<file path="src/hdl/host_rx_pkg.sv">
package host_rx_pkg;

  ////////////////////////////////////////////////////////////////////////////
  // Widths
  ////////////////////////////////////////////////////////////////////////////
  localparam int AXIL_DATA_BITS = 64;
  localparam int AXIL_ADDR_BITS = 7;
  localparam int VADDR_BITS = 48;
  localparam int PID_BITS = 6;
  localparam int RING_IDX_BITS = 16;
  localparam int PKT_LEN_BITS = 32;

  // Register index field sits above the byte offset
  localparam int REG_IDX_BITS = AXIL_ADDR_BITS - $clog2(AXIL_DATA_BITS / 8);

  ////////////////////////////////////////////////////////////////////////////
  // Register map
  ////////////////////////////////////////////////////////////////////////////
  localparam logic [REG_IDX_BITS-1:0] REG_PID = 0;
  localparam logic [REG_IDX_BITS-1:0] REG_BUFF_ADDR = 1;
  localparam logic [REG_IDX_BITS-1:0] REG_BUFF_STRIDE = 2;
  localparam logic [REG_IDX_BITS-1:0] REG_RING_SIZE = 3;
  localparam logic [REG_IDX_BITS-1:0] REG_META_ADDR = 4;
  localparam logic [REG_IDX_BITS-1:0] REG_META_STRIDE = 5;
  localparam logic [REG_IDX_BITS-1:0] REG_RING_TAIL = 6;
  localparam logic [REG_IDX_BITS-1:0] REG_RING_HEAD = 7;
  localparam logic [REG_IDX_BITS-1:0] REG_IRQ_COALESCE = 8;

  // Per-packet sequencing
  typedef enum logic [1:0] {
    IDLE    = 2'd0,
    DATA_WR = 2'd1,
    META_WR = 2'd2,
    COMMIT  = 2'd3
  } rx_state_t;

  // Metadata word as written to the host, or as its fields
  typedef union packed {
    logic [63:0] raw;
    struct packed {
      logic [31:0] len;
      logic [15:0] seq;
      logic [7:0]  flags;
      logic [7:0]  idx;
    } fields;
  } rx_meta_u;

endpackage

</file>
<file path="src/hdl/host_rx_ctrl_regs.sv">
`timescale 1ns/1ps

module host_rx_ctrl_regs (
  input  logic                                      aclk,
  input  logic                                      aresetn,

  input  logic [host_rx_pkg::AXIL_ADDR_BITS-1:0]    awaddr,
  input  logic                                      awvalid,
  output logic                                      awready,
  input  logic [host_rx_pkg::AXIL_DATA_BITS-1:0]    wdata,
  input  logic [host_rx_pkg::AXIL_DATA_BITS/8-1:0]  wstrb,
  input  logic                                      wvalid,
  output logic                                      wready,
  output logic [1:0]                                bresp,
  output logic                                      bvalid,
  input  logic                                      bready,
  input  logic [host_rx_pkg::AXIL_ADDR_BITS-1:0]    araddr,
  input  logic                                      arvalid,
  output logic                                      arready,
  output logic [host_rx_pkg::AXIL_DATA_BITS-1:0]    rdata,
  output logic [1:0]                                rresp,
  output logic                                      rvalid,
  input  logic                                      rready,

  input  logic [host_rx_pkg::RING_IDX_BITS-1:0]     ring_tail,

  output logic [host_rx_pkg::PID_BITS-1:0]          pid,
  output logic [host_rx_pkg::VADDR_BITS-1:0]        buff_addr,
  output logic [host_rx_pkg::VADDR_BITS-1:0]        buff_stride,
  output logic [host_rx_pkg::RING_IDX_BITS-1:0]     ring_size,
  output logic [host_rx_pkg::VADDR_BITS-1:0]        meta_addr,
  output logic [host_rx_pkg::VADDR_BITS-1:0]        meta_stride,
  output logic [host_rx_pkg::RING_IDX_BITS-1:0]     ring_head,
  output logic [31:0]                               irq_coalesce
);

  localparam int DW = host_rx_pkg::AXIL_DATA_BITS;
  localparam int SW = DW / 8;
  localparam int IW = host_rx_pkg::REG_IDX_BITS;
  localparam int AW = host_rx_pkg::AXIL_ADDR_BITS;
  localparam int VW = host_rx_pkg::VADDR_BITS;
  localparam int PW = host_rx_pkg::PID_BITS;
  localparam int RW = host_rx_pkg::RING_IDX_BITS;

  logic [IW-1:0] wr_idx;
  logic [IW-1:0] rd_idx;
  logic          aw_en;
  logic          wr_en;
  logic          rd_en;
  logic [DW-1:0] wmask;

  // Responses are always OKAY
  assign bresp = 2'b00;
  assign rresp = 2'b00;

  ////////////////////////////////////////////////////////////////////////////
  // Write channel
  ////////////////////////////////////////////////////////////////////////////
  // Address and data accepted together, one write outstanding
  always_ff @(posedge aclk) begin
    if (!aresetn) begin
      awready <= 1'b0;
      wready  <= 1'b0;
      aw_en   <= 1'b1;
    end else begin
      if (!awready && awvalid && wvalid && aw_en) begin
        awready <= 1'b1;
        wready  <= 1'b1;
        aw_en   <= 1'b0;
      end else begin
        awready <= 1'b0;
        wready  <= 1'b0;
        if (bvalid && bready) begin
          aw_en <= 1'b1;
        end
      end
    end
  end

  always_ff @(posedge aclk) begin
    if (!awready && awvalid && wvalid && aw_en) begin
      wr_idx <= awaddr[AW-1:AW-IW];
    end
  end

  assign wr_en = awready && awvalid && wready && wvalid;

  always_ff @(posedge aclk) begin
    if (!aresetn) begin
      bvalid <= 1'b0;
    end else if (wr_en && !bvalid) begin
      bvalid <= 1'b1;
    end else if (bvalid && bready) begin
      bvalid <= 1'b0;
    end
  end

  // Byte lanes expanded to a bit mask
  always_comb begin
    for (int i = 0; i < SW; i++) begin
      wmask[i*8 +: 8] = {8{wstrb[i]}};
    end
  end

  function automatic logic [DW-1:0] merged(input logic [DW-1:0] cur);
    return (cur & ~wmask) | (wdata & wmask);
  endfunction

  ////////////////////////////////////////////////////////////////////////////
  // Register file
  ////////////////////////////////////////////////////////////////////////////
  always_ff @(posedge aclk) begin
    if (!aresetn) begin
      pid          <= '0;
      buff_addr    <= '0;
      buff_stride  <= '0;
      ring_size    <= '0;
      meta_addr    <= '0;
      meta_stride  <= '0;
      ring_head    <= '0;
      irq_coalesce <= '0;
    end else if (wr_en) begin
      case (wr_idx)
        host_rx_pkg::REG_PID:          pid <= PW'(merged(DW'(pid)));
        host_rx_pkg::REG_BUFF_ADDR:    buff_addr <= VW'(merged(DW'(buff_addr)));
        host_rx_pkg::REG_BUFF_STRIDE:  buff_stride <= VW'(merged(DW'(buff_stride)));
        host_rx_pkg::REG_RING_SIZE:    ring_size <= RW'(merged(DW'(ring_size)));
        host_rx_pkg::REG_META_ADDR:    meta_addr <= VW'(merged(DW'(meta_addr)));
        host_rx_pkg::REG_META_STRIDE:  meta_stride <= VW'(merged(DW'(meta_stride)));
        host_rx_pkg::REG_RING_HEAD:    ring_head <= RW'(merged(DW'(ring_head)));
        host_rx_pkg::REG_IRQ_COALESCE: irq_coalesce <= 32'(merged(DW'(irq_coalesce)));
        // Tail is owned by hardware
        default: ;
      endcase
    end
  end

  ////////////////////////////////////////////////////////////////////////////
  // Read channel
  ////////////////////////////////////////////////////////////////////////////
  // No new address while a read response is still held
  always_ff @(posedge aclk) begin
    if (!aresetn) begin
      arready <= 1'b0;
    end else begin
      arready <= !arready && arvalid && !rvalid;
    end
  end

  always_ff @(posedge aclk) begin
    if (!arready && arvalid && !rvalid) begin
      rd_idx <= araddr[AW-1:AW-IW];
    end
  end

  assign rd_en = arready && arvalid && !rvalid;

  always_ff @(posedge aclk) begin
    if (!aresetn) begin
      rvalid <= 1'b0;
    end else if (rd_en) begin
      rvalid <= 1'b1;
    end else if (rvalid && rready) begin
      rvalid <= 1'b0;
    end
  end

  // Only the tail reads back
  always_ff @(posedge aclk) begin
    if (rd_en) begin
      rdata <= (rd_idx == host_rx_pkg::REG_RING_TAIL) ? DW'(ring_tail) : '0;
    end
  end

endmodule

</file>
<file path="src/hdl/host_rx_fsm.sv">
`timescale 1ns/1ps

module host_rx_fsm (
  input  logic                   aclk,
  input  logic                   aresetn,
  input  logic                   pkt_valid,
  input  logic                   ring_full,
  input  logic                   wr_done,
  output logic                   rx_idle,
  output logic                   pkt_drop,
  output logic                   dma_wr_valid,
  output logic                   meta_wr_valid,
  output logic                   commit,
  output host_rx_pkg::rx_state_t state
);

  ////////////////////////////////////////////////////////////////////////////
  // State and request strobes
  ////////////////////////////////////////////////////////////////////////////
  // Strobes are registered so each fires once on entry to its state
  always_ff @(posedge aclk) begin
    if (!aresetn) begin
      state         <= host_rx_pkg::IDLE;
      pkt_drop      <= 1'b0;
      dma_wr_valid  <= 1'b0;
      meta_wr_valid <= 1'b0;
    end else begin
      pkt_drop      <= 1'b0;
      dma_wr_valid  <= 1'b0;
      meta_wr_valid <= 1'b0;

      case (state)
        host_rx_pkg::IDLE: begin
          if (pkt_valid) begin
            if (ring_full) begin
              // No free slot, refuse and stay
              pkt_drop <= 1'b1;
            end else begin
              dma_wr_valid <= 1'b1;
              state        <= host_rx_pkg::DATA_WR;
            end
          end
        end

        host_rx_pkg::DATA_WR: begin
          if (wr_done) begin
            meta_wr_valid <= 1'b1;
            state         <= host_rx_pkg::META_WR;
          end
        end

        host_rx_pkg::META_WR: begin
          if (wr_done) begin
            state <= host_rx_pkg::COMMIT;
          end
        end

        // Single cycle, tail moves at its end
        host_rx_pkg::COMMIT: begin
          state <= host_rx_pkg::IDLE;
        end

        default: begin
          state <= host_rx_pkg::IDLE;
        end
      endcase
    end
  end

  assign rx_idle = (state == host_rx_pkg::IDLE);
  assign commit  = (state == host_rx_pkg::COMMIT);

endmodule

</file>
<file path="src/hdl/host_rx_slot_gen.sv">
`timescale 1ns/1ps

module host_rx_slot_gen (
  input  logic                                  aclk,
  input  logic                                  aresetn,
  input  logic                                  pkt_valid,
  input  logic [host_rx_pkg::PKT_LEN_BITS-1:0]  pkt_len,
  input  logic [7:0]                            pkt_flags,
  input  logic                                  commit,
  input  logic [host_rx_pkg::RING_IDX_BITS-1:0] ring_size,
  input  logic [host_rx_pkg::RING_IDX_BITS-1:0] ring_head,
  input  logic [host_rx_pkg::VADDR_BITS-1:0]    buff_addr,
  input  logic [host_rx_pkg::VADDR_BITS-1:0]    buff_stride,
  input  logic [host_rx_pkg::VADDR_BITS-1:0]    meta_addr,
  input  logic [host_rx_pkg::VADDR_BITS-1:0]    meta_stride,
  output logic [host_rx_pkg::RING_IDX_BITS-1:0] ring_tail,
  output logic                                  ring_full,
  output logic [host_rx_pkg::VADDR_BITS-1:0]    dma_wr_addr,
  output logic [host_rx_pkg::PKT_LEN_BITS-1:0]  dma_wr_len,
  output logic [host_rx_pkg::VADDR_BITS-1:0]    meta_wr_addr,
  output logic [63:0]                           meta_wr_data
);

  localparam int RW = host_rx_pkg::RING_IDX_BITS;
  localparam int VW = host_rx_pkg::VADDR_BITS;

  logic [RW-1:0]         next_tail;
  logic [RW:0]           tail_inc;
  logic [15:0]           seq;
  logic [7:0]            flags_q;
  host_rx_pkg::rx_meta_u meta;

  // Extra bit keeps the compare safe at the top of the index range
  assign tail_inc  = {1'b0, ring_tail} + 1'b1;
  assign next_tail = (tail_inc >= {1'b0, ring_size}) ? '0 : tail_inc[RW-1:0];
  assign ring_full = (ring_size == '0) || (next_tail == ring_head);

  always_ff @(posedge aclk) begin
    if (!aresetn) begin
      ring_tail <= '0;
      seq       <= '0;
    end else if (commit) begin
      ring_tail <= next_tail;
      seq       <= seq + 1'b1;
    end
  end

  // Notice payload held for the whole packet
  always_ff @(posedge aclk) begin
    if (pkt_valid && !ring_full) begin
      dma_wr_len <= pkt_len;
      flags_q    <= pkt_flags;
    end
  end

  assign dma_wr_addr  = buff_addr + VW'(ring_tail) * buff_stride;
  assign meta_wr_addr = meta_addr + VW'(ring_tail) * meta_stride;

  always_comb begin
    meta.fields.len   = dma_wr_len;
    meta.fields.seq   = seq;
    meta.fields.flags = flags_q;
    meta.fields.idx   = ring_tail[7:0];
  end

  assign meta_wr_data = meta.raw;

endmodule

</file>
<file path="src/hdl/host_rx_irq_timer.sv">
`timescale 1ns/1ps

module host_rx_irq_timer #(
  parameter int IRQ_TIMER_BITS = 16
) (
  input  logic        aclk,
  input  logic        aresetn,
  input  logic        commit,
  input  logic [31:0] irq_coalesce,
  output logic        irq
);

  logic [15:0]               threshold;
  logic [IRQ_TIMER_BITS-1:0] timeout;
  logic [15:0]               pend_cnt;
  logic [15:0]               cnt_next;
  logic [IRQ_TIMER_BITS-1:0] tmr;
  logic [IRQ_TIMER_BITS:0]   tmr_next;
  logic                      pending;
  logic                      count_fire;
  logic                      tmo_fire;

  assign threshold = irq_coalesce[15:0];
  assign timeout   = IRQ_TIMER_BITS'(irq_coalesce[31:16]);

  assign cnt_next = pend_cnt + 16'(commit);
  assign pending  = (pend_cnt != '0);
  assign tmr_next = {1'b0, tmr} + 1'b1;

  // Threshold of zero turns count interrupts off
  assign count_fire = commit && (threshold != '0) && (cnt_next >= threshold);
  // Timer only runs once a commit is pending
  assign tmo_fire   = pending && (timeout != '0) && (tmr_next >= {1'b0, timeout});

  always_ff @(posedge aclk) begin
    if (!aresetn) begin
      pend_cnt <= '0;
      tmr      <= '0;
      irq      <= 1'b0;
    end else begin
      irq <= count_fire || tmo_fire;
      if (count_fire || tmo_fire) begin
        pend_cnt <= '0;
        tmr      <= '0;
      end else begin
        pend_cnt <= cnt_next;
        if (pending) begin
          tmr <= tmr_next[IRQ_TIMER_BITS-1:0];
        end
      end
    end
  end

endmodule

</file>
<file path="src/hdl/host_rx_top.sv">
`timescale 1ns/1ps

module host_rx_top #(
  parameter int IRQ_TIMER_BITS = 16
) (
  input  logic                                      aclk,
  input  logic                                      aresetn,

  input  logic [host_rx_pkg::AXIL_ADDR_BITS-1:0]    awaddr,
  input  logic                                      awvalid,
  output logic                                      awready,
  input  logic [host_rx_pkg::AXIL_DATA_BITS-1:0]    wdata,
  input  logic [host_rx_pkg::AXIL_DATA_BITS/8-1:0]  wstrb,
  input  logic                                      wvalid,
  output logic                                      wready,
  output logic [1:0]                                bresp,
  output logic                                      bvalid,
  input  logic                                      bready,
  input  logic [host_rx_pkg::AXIL_ADDR_BITS-1:0]    araddr,
  input  logic                                      arvalid,
  output logic                                      arready,
  output logic [host_rx_pkg::AXIL_DATA_BITS-1:0]    rdata,
  output logic [1:0]                                rresp,
  output logic                                      rvalid,
  input  logic                                      rready,

  input  logic                                      pkt_valid,
  input  logic [host_rx_pkg::PKT_LEN_BITS-1:0]      pkt_len,
  input  logic [7:0]                                pkt_flags,
  output logic                                      rx_idle,
  output logic                                      pkt_drop,

  output logic                                      dma_wr_valid,
  output logic [host_rx_pkg::VADDR_BITS-1:0]        dma_wr_addr,
  output logic [host_rx_pkg::PKT_LEN_BITS-1:0]      dma_wr_len,
  output logic                                      meta_wr_valid,
  output logic [host_rx_pkg::VADDR_BITS-1:0]        meta_wr_addr,
  output logic [63:0]                               meta_wr_data,
  input  logic                                      wr_done,

  output logic                                      irq,
  output logic [host_rx_pkg::PID_BITS-1:0]          host_networking_pid
);

  logic [host_rx_pkg::VADDR_BITS-1:0]    buff_addr;
  logic [host_rx_pkg::VADDR_BITS-1:0]    buff_stride;
  logic [host_rx_pkg::VADDR_BITS-1:0]    meta_addr;
  logic [host_rx_pkg::VADDR_BITS-1:0]    meta_stride;
  logic [host_rx_pkg::RING_IDX_BITS-1:0] ring_size;
  logic [host_rx_pkg::RING_IDX_BITS-1:0] ring_head;
  logic [host_rx_pkg::RING_IDX_BITS-1:0] ring_tail;
  logic [31:0]                           irq_coalesce;
  logic                                  ring_full;
  logic                                  commit;

  ////////////////////////////////////////////////////////////////////////////
  // Host control registers
  ////////////////////////////////////////////////////////////////////////////
  host_rx_ctrl_regs i_regs (
    .aclk, .aresetn,
    .awaddr, .awvalid, .awready, .wdata, .wstrb, .wvalid, .wready,
    .bresp, .bvalid, .bready,
    .araddr, .arvalid, .arready, .rdata, .rresp, .rvalid, .rready,
    .ring_tail,
    .pid (host_networking_pid),
    .buff_addr, .buff_stride, .ring_size, .meta_addr, .meta_stride,
    .ring_head, .irq_coalesce
  );

  ////////////////////////////////////////////////////////////////////////////
  // Packet path
  ////////////////////////////////////////////////////////////////////////////
  host_rx_fsm i_fsm (
    .aclk, .aresetn, .pkt_valid, .ring_full, .wr_done,
    .rx_idle, .pkt_drop, .dma_wr_valid, .meta_wr_valid, .commit,
    .state ()
  );

  host_rx_slot_gen i_slot (
    .aclk, .aresetn, .pkt_valid, .pkt_len, .pkt_flags, .commit,
    .ring_size, .ring_head, .buff_addr, .buff_stride, .meta_addr, .meta_stride,
    .ring_tail, .ring_full, .dma_wr_addr, .dma_wr_len, .meta_wr_addr, .meta_wr_data
  );

  // Interrupt coalescing
  host_rx_irq_timer #(
    .IRQ_TIMER_BITS (IRQ_TIMER_BITS)
  ) i_irq (
    .aclk, .aresetn, .commit, .irq_coalesce, .irq
  );

endmodule

</file>
<file path="config.mk">
export PLATFORM = sky130hd
export DESIGN_NAME = host_rx_top
export DESIGN_NICKNAME = d
export VERILOG_FILES = /design/src/hdl/host_rx_pkg.sv /design/src/hdl/host_rx_ctrl_regs.sv /design/src/hdl/host_rx_fsm.sv /design/src/hdl/host_rx_slot_gen.sv /design/src/hdl/host_rx_irq_timer.sv /design/src/hdl/host_rx_top.sv
export SDC_FILE = /design/constraint.sdc
export NUM_CORES = 2
export LEC_CHECK = 0
export BUFFER_PORTS_ARGS = -buffer_cell sky130_fd_sc_hd__buf_4
export CORE_MARGIN = 5
export CORE_UTILIZATION = 55
export DETAILED_ROUTE_END_ITERATION = 12
export PLACE_DENSITY = 0.74
export SLEW_MARGIN = 15
export SYNTH_ARGS = -nofsm -noshare
export SYNTH_HDL_FRONTEND = slang
export SYNTH_SLANG_ARGS = --single-unit
export TNS_END_PERCENT = 10
</file>
<file path="constraint.sdc">
create_clock -name aclk -period 8.92 [get_ports aclk]
set_clock_uncertainty 0.05 [all_clocks]
set_input_delay 0.892 -clock aclk [delete_from_list [all_inputs] [get_ports aclk]]
set_output_delay 0.892 -clock aclk [all_outputs]
set_load 0.005 [all_outputs]
</file>
==> metrics.txt <==
Final Setup Violations=0; prevailing post-synth register cell=dfxtp_1; Reg2Reg Setup Slack=2.86 ns; die area=roughly 110000 um^2; Area Overhead vs Synth=9.36%; top-level I/O count=around 410; Bufs on Longest Clock Path=3; crit path max fanout=9; DR vias=about 46000; RSZ-0062 raised after global routing=false; static leakage=just over 0.03 uW; pin slew with the least headroom to its limit=~0.95 ns; syn avg cell area=approximately 8.7 um^2; vias in the first global route=47800; critical hold path startpoint=pkt_flags[3]; Area after DPL=~63000 um^2; Synth Area in Compound Gates=slightly above 6%; H-Tree Depth=2; DRT iter0 DRCs=~3600; Worst EP arrival=just under 8 ns; Setup Crit Path Kind=reg2out; power per cell area=approximately 61 nW/um^2; CTS Hold Buffers Added=0; synth warn=0; grt ovf=0; fin crit share=around 98%; die height=between 300 and 400 um; post-layout utilization of the core=between 60% and 70%; mux contribution to synthesized area=under 10%; Req. time, crit path=approximately 8 ns; Row Count=between 100 and 150; initial antenna violation count=8; Reg-to-Reg End=i_fsm.state[1]; Top cell by count, worst path=fa_1; Worst-Skew Late Latency=around 0.60 ns; Max-Cap Viols=0; # port buffers=around 330; GR Util All Layers=between 20 and 30%; FMAX=~0.11 GHz; Cells after Synth=~7000; Final Instance Area=~65000 um^2; # DRC=0; largest net degree at the start of global routing=roughly 220; Sum Neg Setup Slack=0 ns; final setup margin=0.162 ns; Synth cell types=slightly below 80; gpl congestion=slightly above 0.9; WL/cell=19.4 um; cts bufs inserted=between 40 and 50; Mapped Area=approximately 59000 um^2; simple-gate share of the synthesized area=approximately 18%; peak supply drop=around 0.13 mV; share of cells above drive strength 1=around 8.6%; Clock Pin Slew Worst Setup and Hold Paths=approximately 0.06 ns; largest family of logic cells by synthesized area=adder cells; commonest non-fill, non-tap cell in the layout=inv_1; Worst path slowest cell=fa_1; final net count=8474; adder-cell share of the synthesized area=43.5%; post-synthesis xor/xnor area fraction=3.34%; Setup Slack @ Placement=a little under 0.5 ns; clock sinks=approximately 400; area of the core=~110000 um^2; Post-synth ARST share=0%; run status=completed; post-layout min period=8.76 ns; Hold Crit Class=in2reg; most frequent cells in the layout=1524 x inv_1, 1241 x nand2_1, 1148 x fa_1, 462 x and2_1, 438 x buf_4; Post-DRT Antenna Nets=0; first-pass GRT wire length=between 200000 and 300000 um; startpoint types=flop; Fin. Hold Viols=0; Initial Util=between 50 and 60%; total routed wirelength=about 160000 um; clk root buf=clkbuf_16; fin. max-slew vios=0; Slew HR=36.9%; FF-to-FF path depth=18; Post-synth EDFFs=64; Largest stage delay, worst path=0.55 ns; Die Span X=roughly 340 um; RR Startpoint=i_slot.ring_tail[0]; Worst setup endpoint=meta_wr_addr[44]; Synth Register Bits=between 400 and 500; DR vias/cell=between 5 and 6; CTS tree=built; Final HPWL DP=about 120000 um; Seq/Total Area, Yosys=approximately 15%; crit end category=output port; Detailed Routing Iterations Pass 1=6
## logic make-up after synthesis
group                    Yosys count
AO/OA/AOI/OAI                    545
AND/OR/NAND/NOR                 2249
multiplexers                      82
flip-flops                       401
XOR/XNOR                         218
buffers and inverters           1972
adder cells (fa/ha/maj)         1373
other                              1
## layout make-up
type	instances	area (um^2)
antenna	3	7.51
timing repair buffer	473	3940
inverter	1524	5720
sequential	401	8750
fill	9167	42200
tap	1403	1760
multi-input combinational	4519	43100
clock buffer	64	1340
clock inverter	22	225
## synthesized netlist by cell type, drive strengths merged (110+ instances only)
cell type     n  share of area, %
inv        1524               9.6
buf         120               1.4
a21oi       110              0.93
nand2      1241               7.9
nor2b       122               1.3
a21boi      194               2.5
ha          225               4.7
fa         1148                39
nand3       183               1.5
xnor2       147               2.2
and2        463               4.9
clkbuf      328               2.1
dfxtp       337                11
## what timing repair did
action	CTS	global route
resized for setup	6	28
gates cloned	0	1
setup endpoints to repair	7	13
setup buffers	5	25
hold endpoints to repair	0	0
## layer usage
metal	part of all wire [%]	vias to the layer above	track usage, %	wire length (um)
li1	-	20300	-	-
met1	39	23000	36.4	63100
met2	48	2065	47.7	77900
met3	9.2	365	5.44	15100
met4	4.3	2	10.6	6940
met5	0.010	-	0	17
## through the flow
stage                     std cells  total power, uW  hold WS (ns)
after floorplan                6892             1960         0.393
after global placement         8289             2040         0.403
after detailed placement       8289             2040         0.410
after CTS                      8380             3990         0.366
after global routing           8408             4080         0.386
final                          8409             3970         0.410
## report_power, final
part | total [uW] | switching [uW] | internal, uW
registers | 1840 | 3.69 | 1840
clock network | 1960 | 839 | 1130
logic | 164 | 105 | 58.4
## worst min-delay path by stage
stage | to | slack [ns] | cells after the start
6_report | i_slot.flags_q[3] | 0.41 | 1
5_1_grt | i_slot.flags_q[3] | 0.39 | 1
3_3_place_gp | flop | 0.40 | 2
4_1_cts | i_slot.flags_q[7] | 0.37 | 1
3_5_place_dp | flop | 0.41 | 2
2_1_floorplan | flop | 0.39 | 2
## worst max-delay path, delay by kind of cell (launching register included)
family / cells / cell delay [ns]
buf+inv: 7 / 0.84
xor+xnor: 1 / 0.18
fa+ha+maj: 7 / 3.26
flops: 1 / 0.46
simple gates: 2 / 0.25
compound gates: 8 / 2.22
No activity file was read; power rests on OpenSTA's default activity.
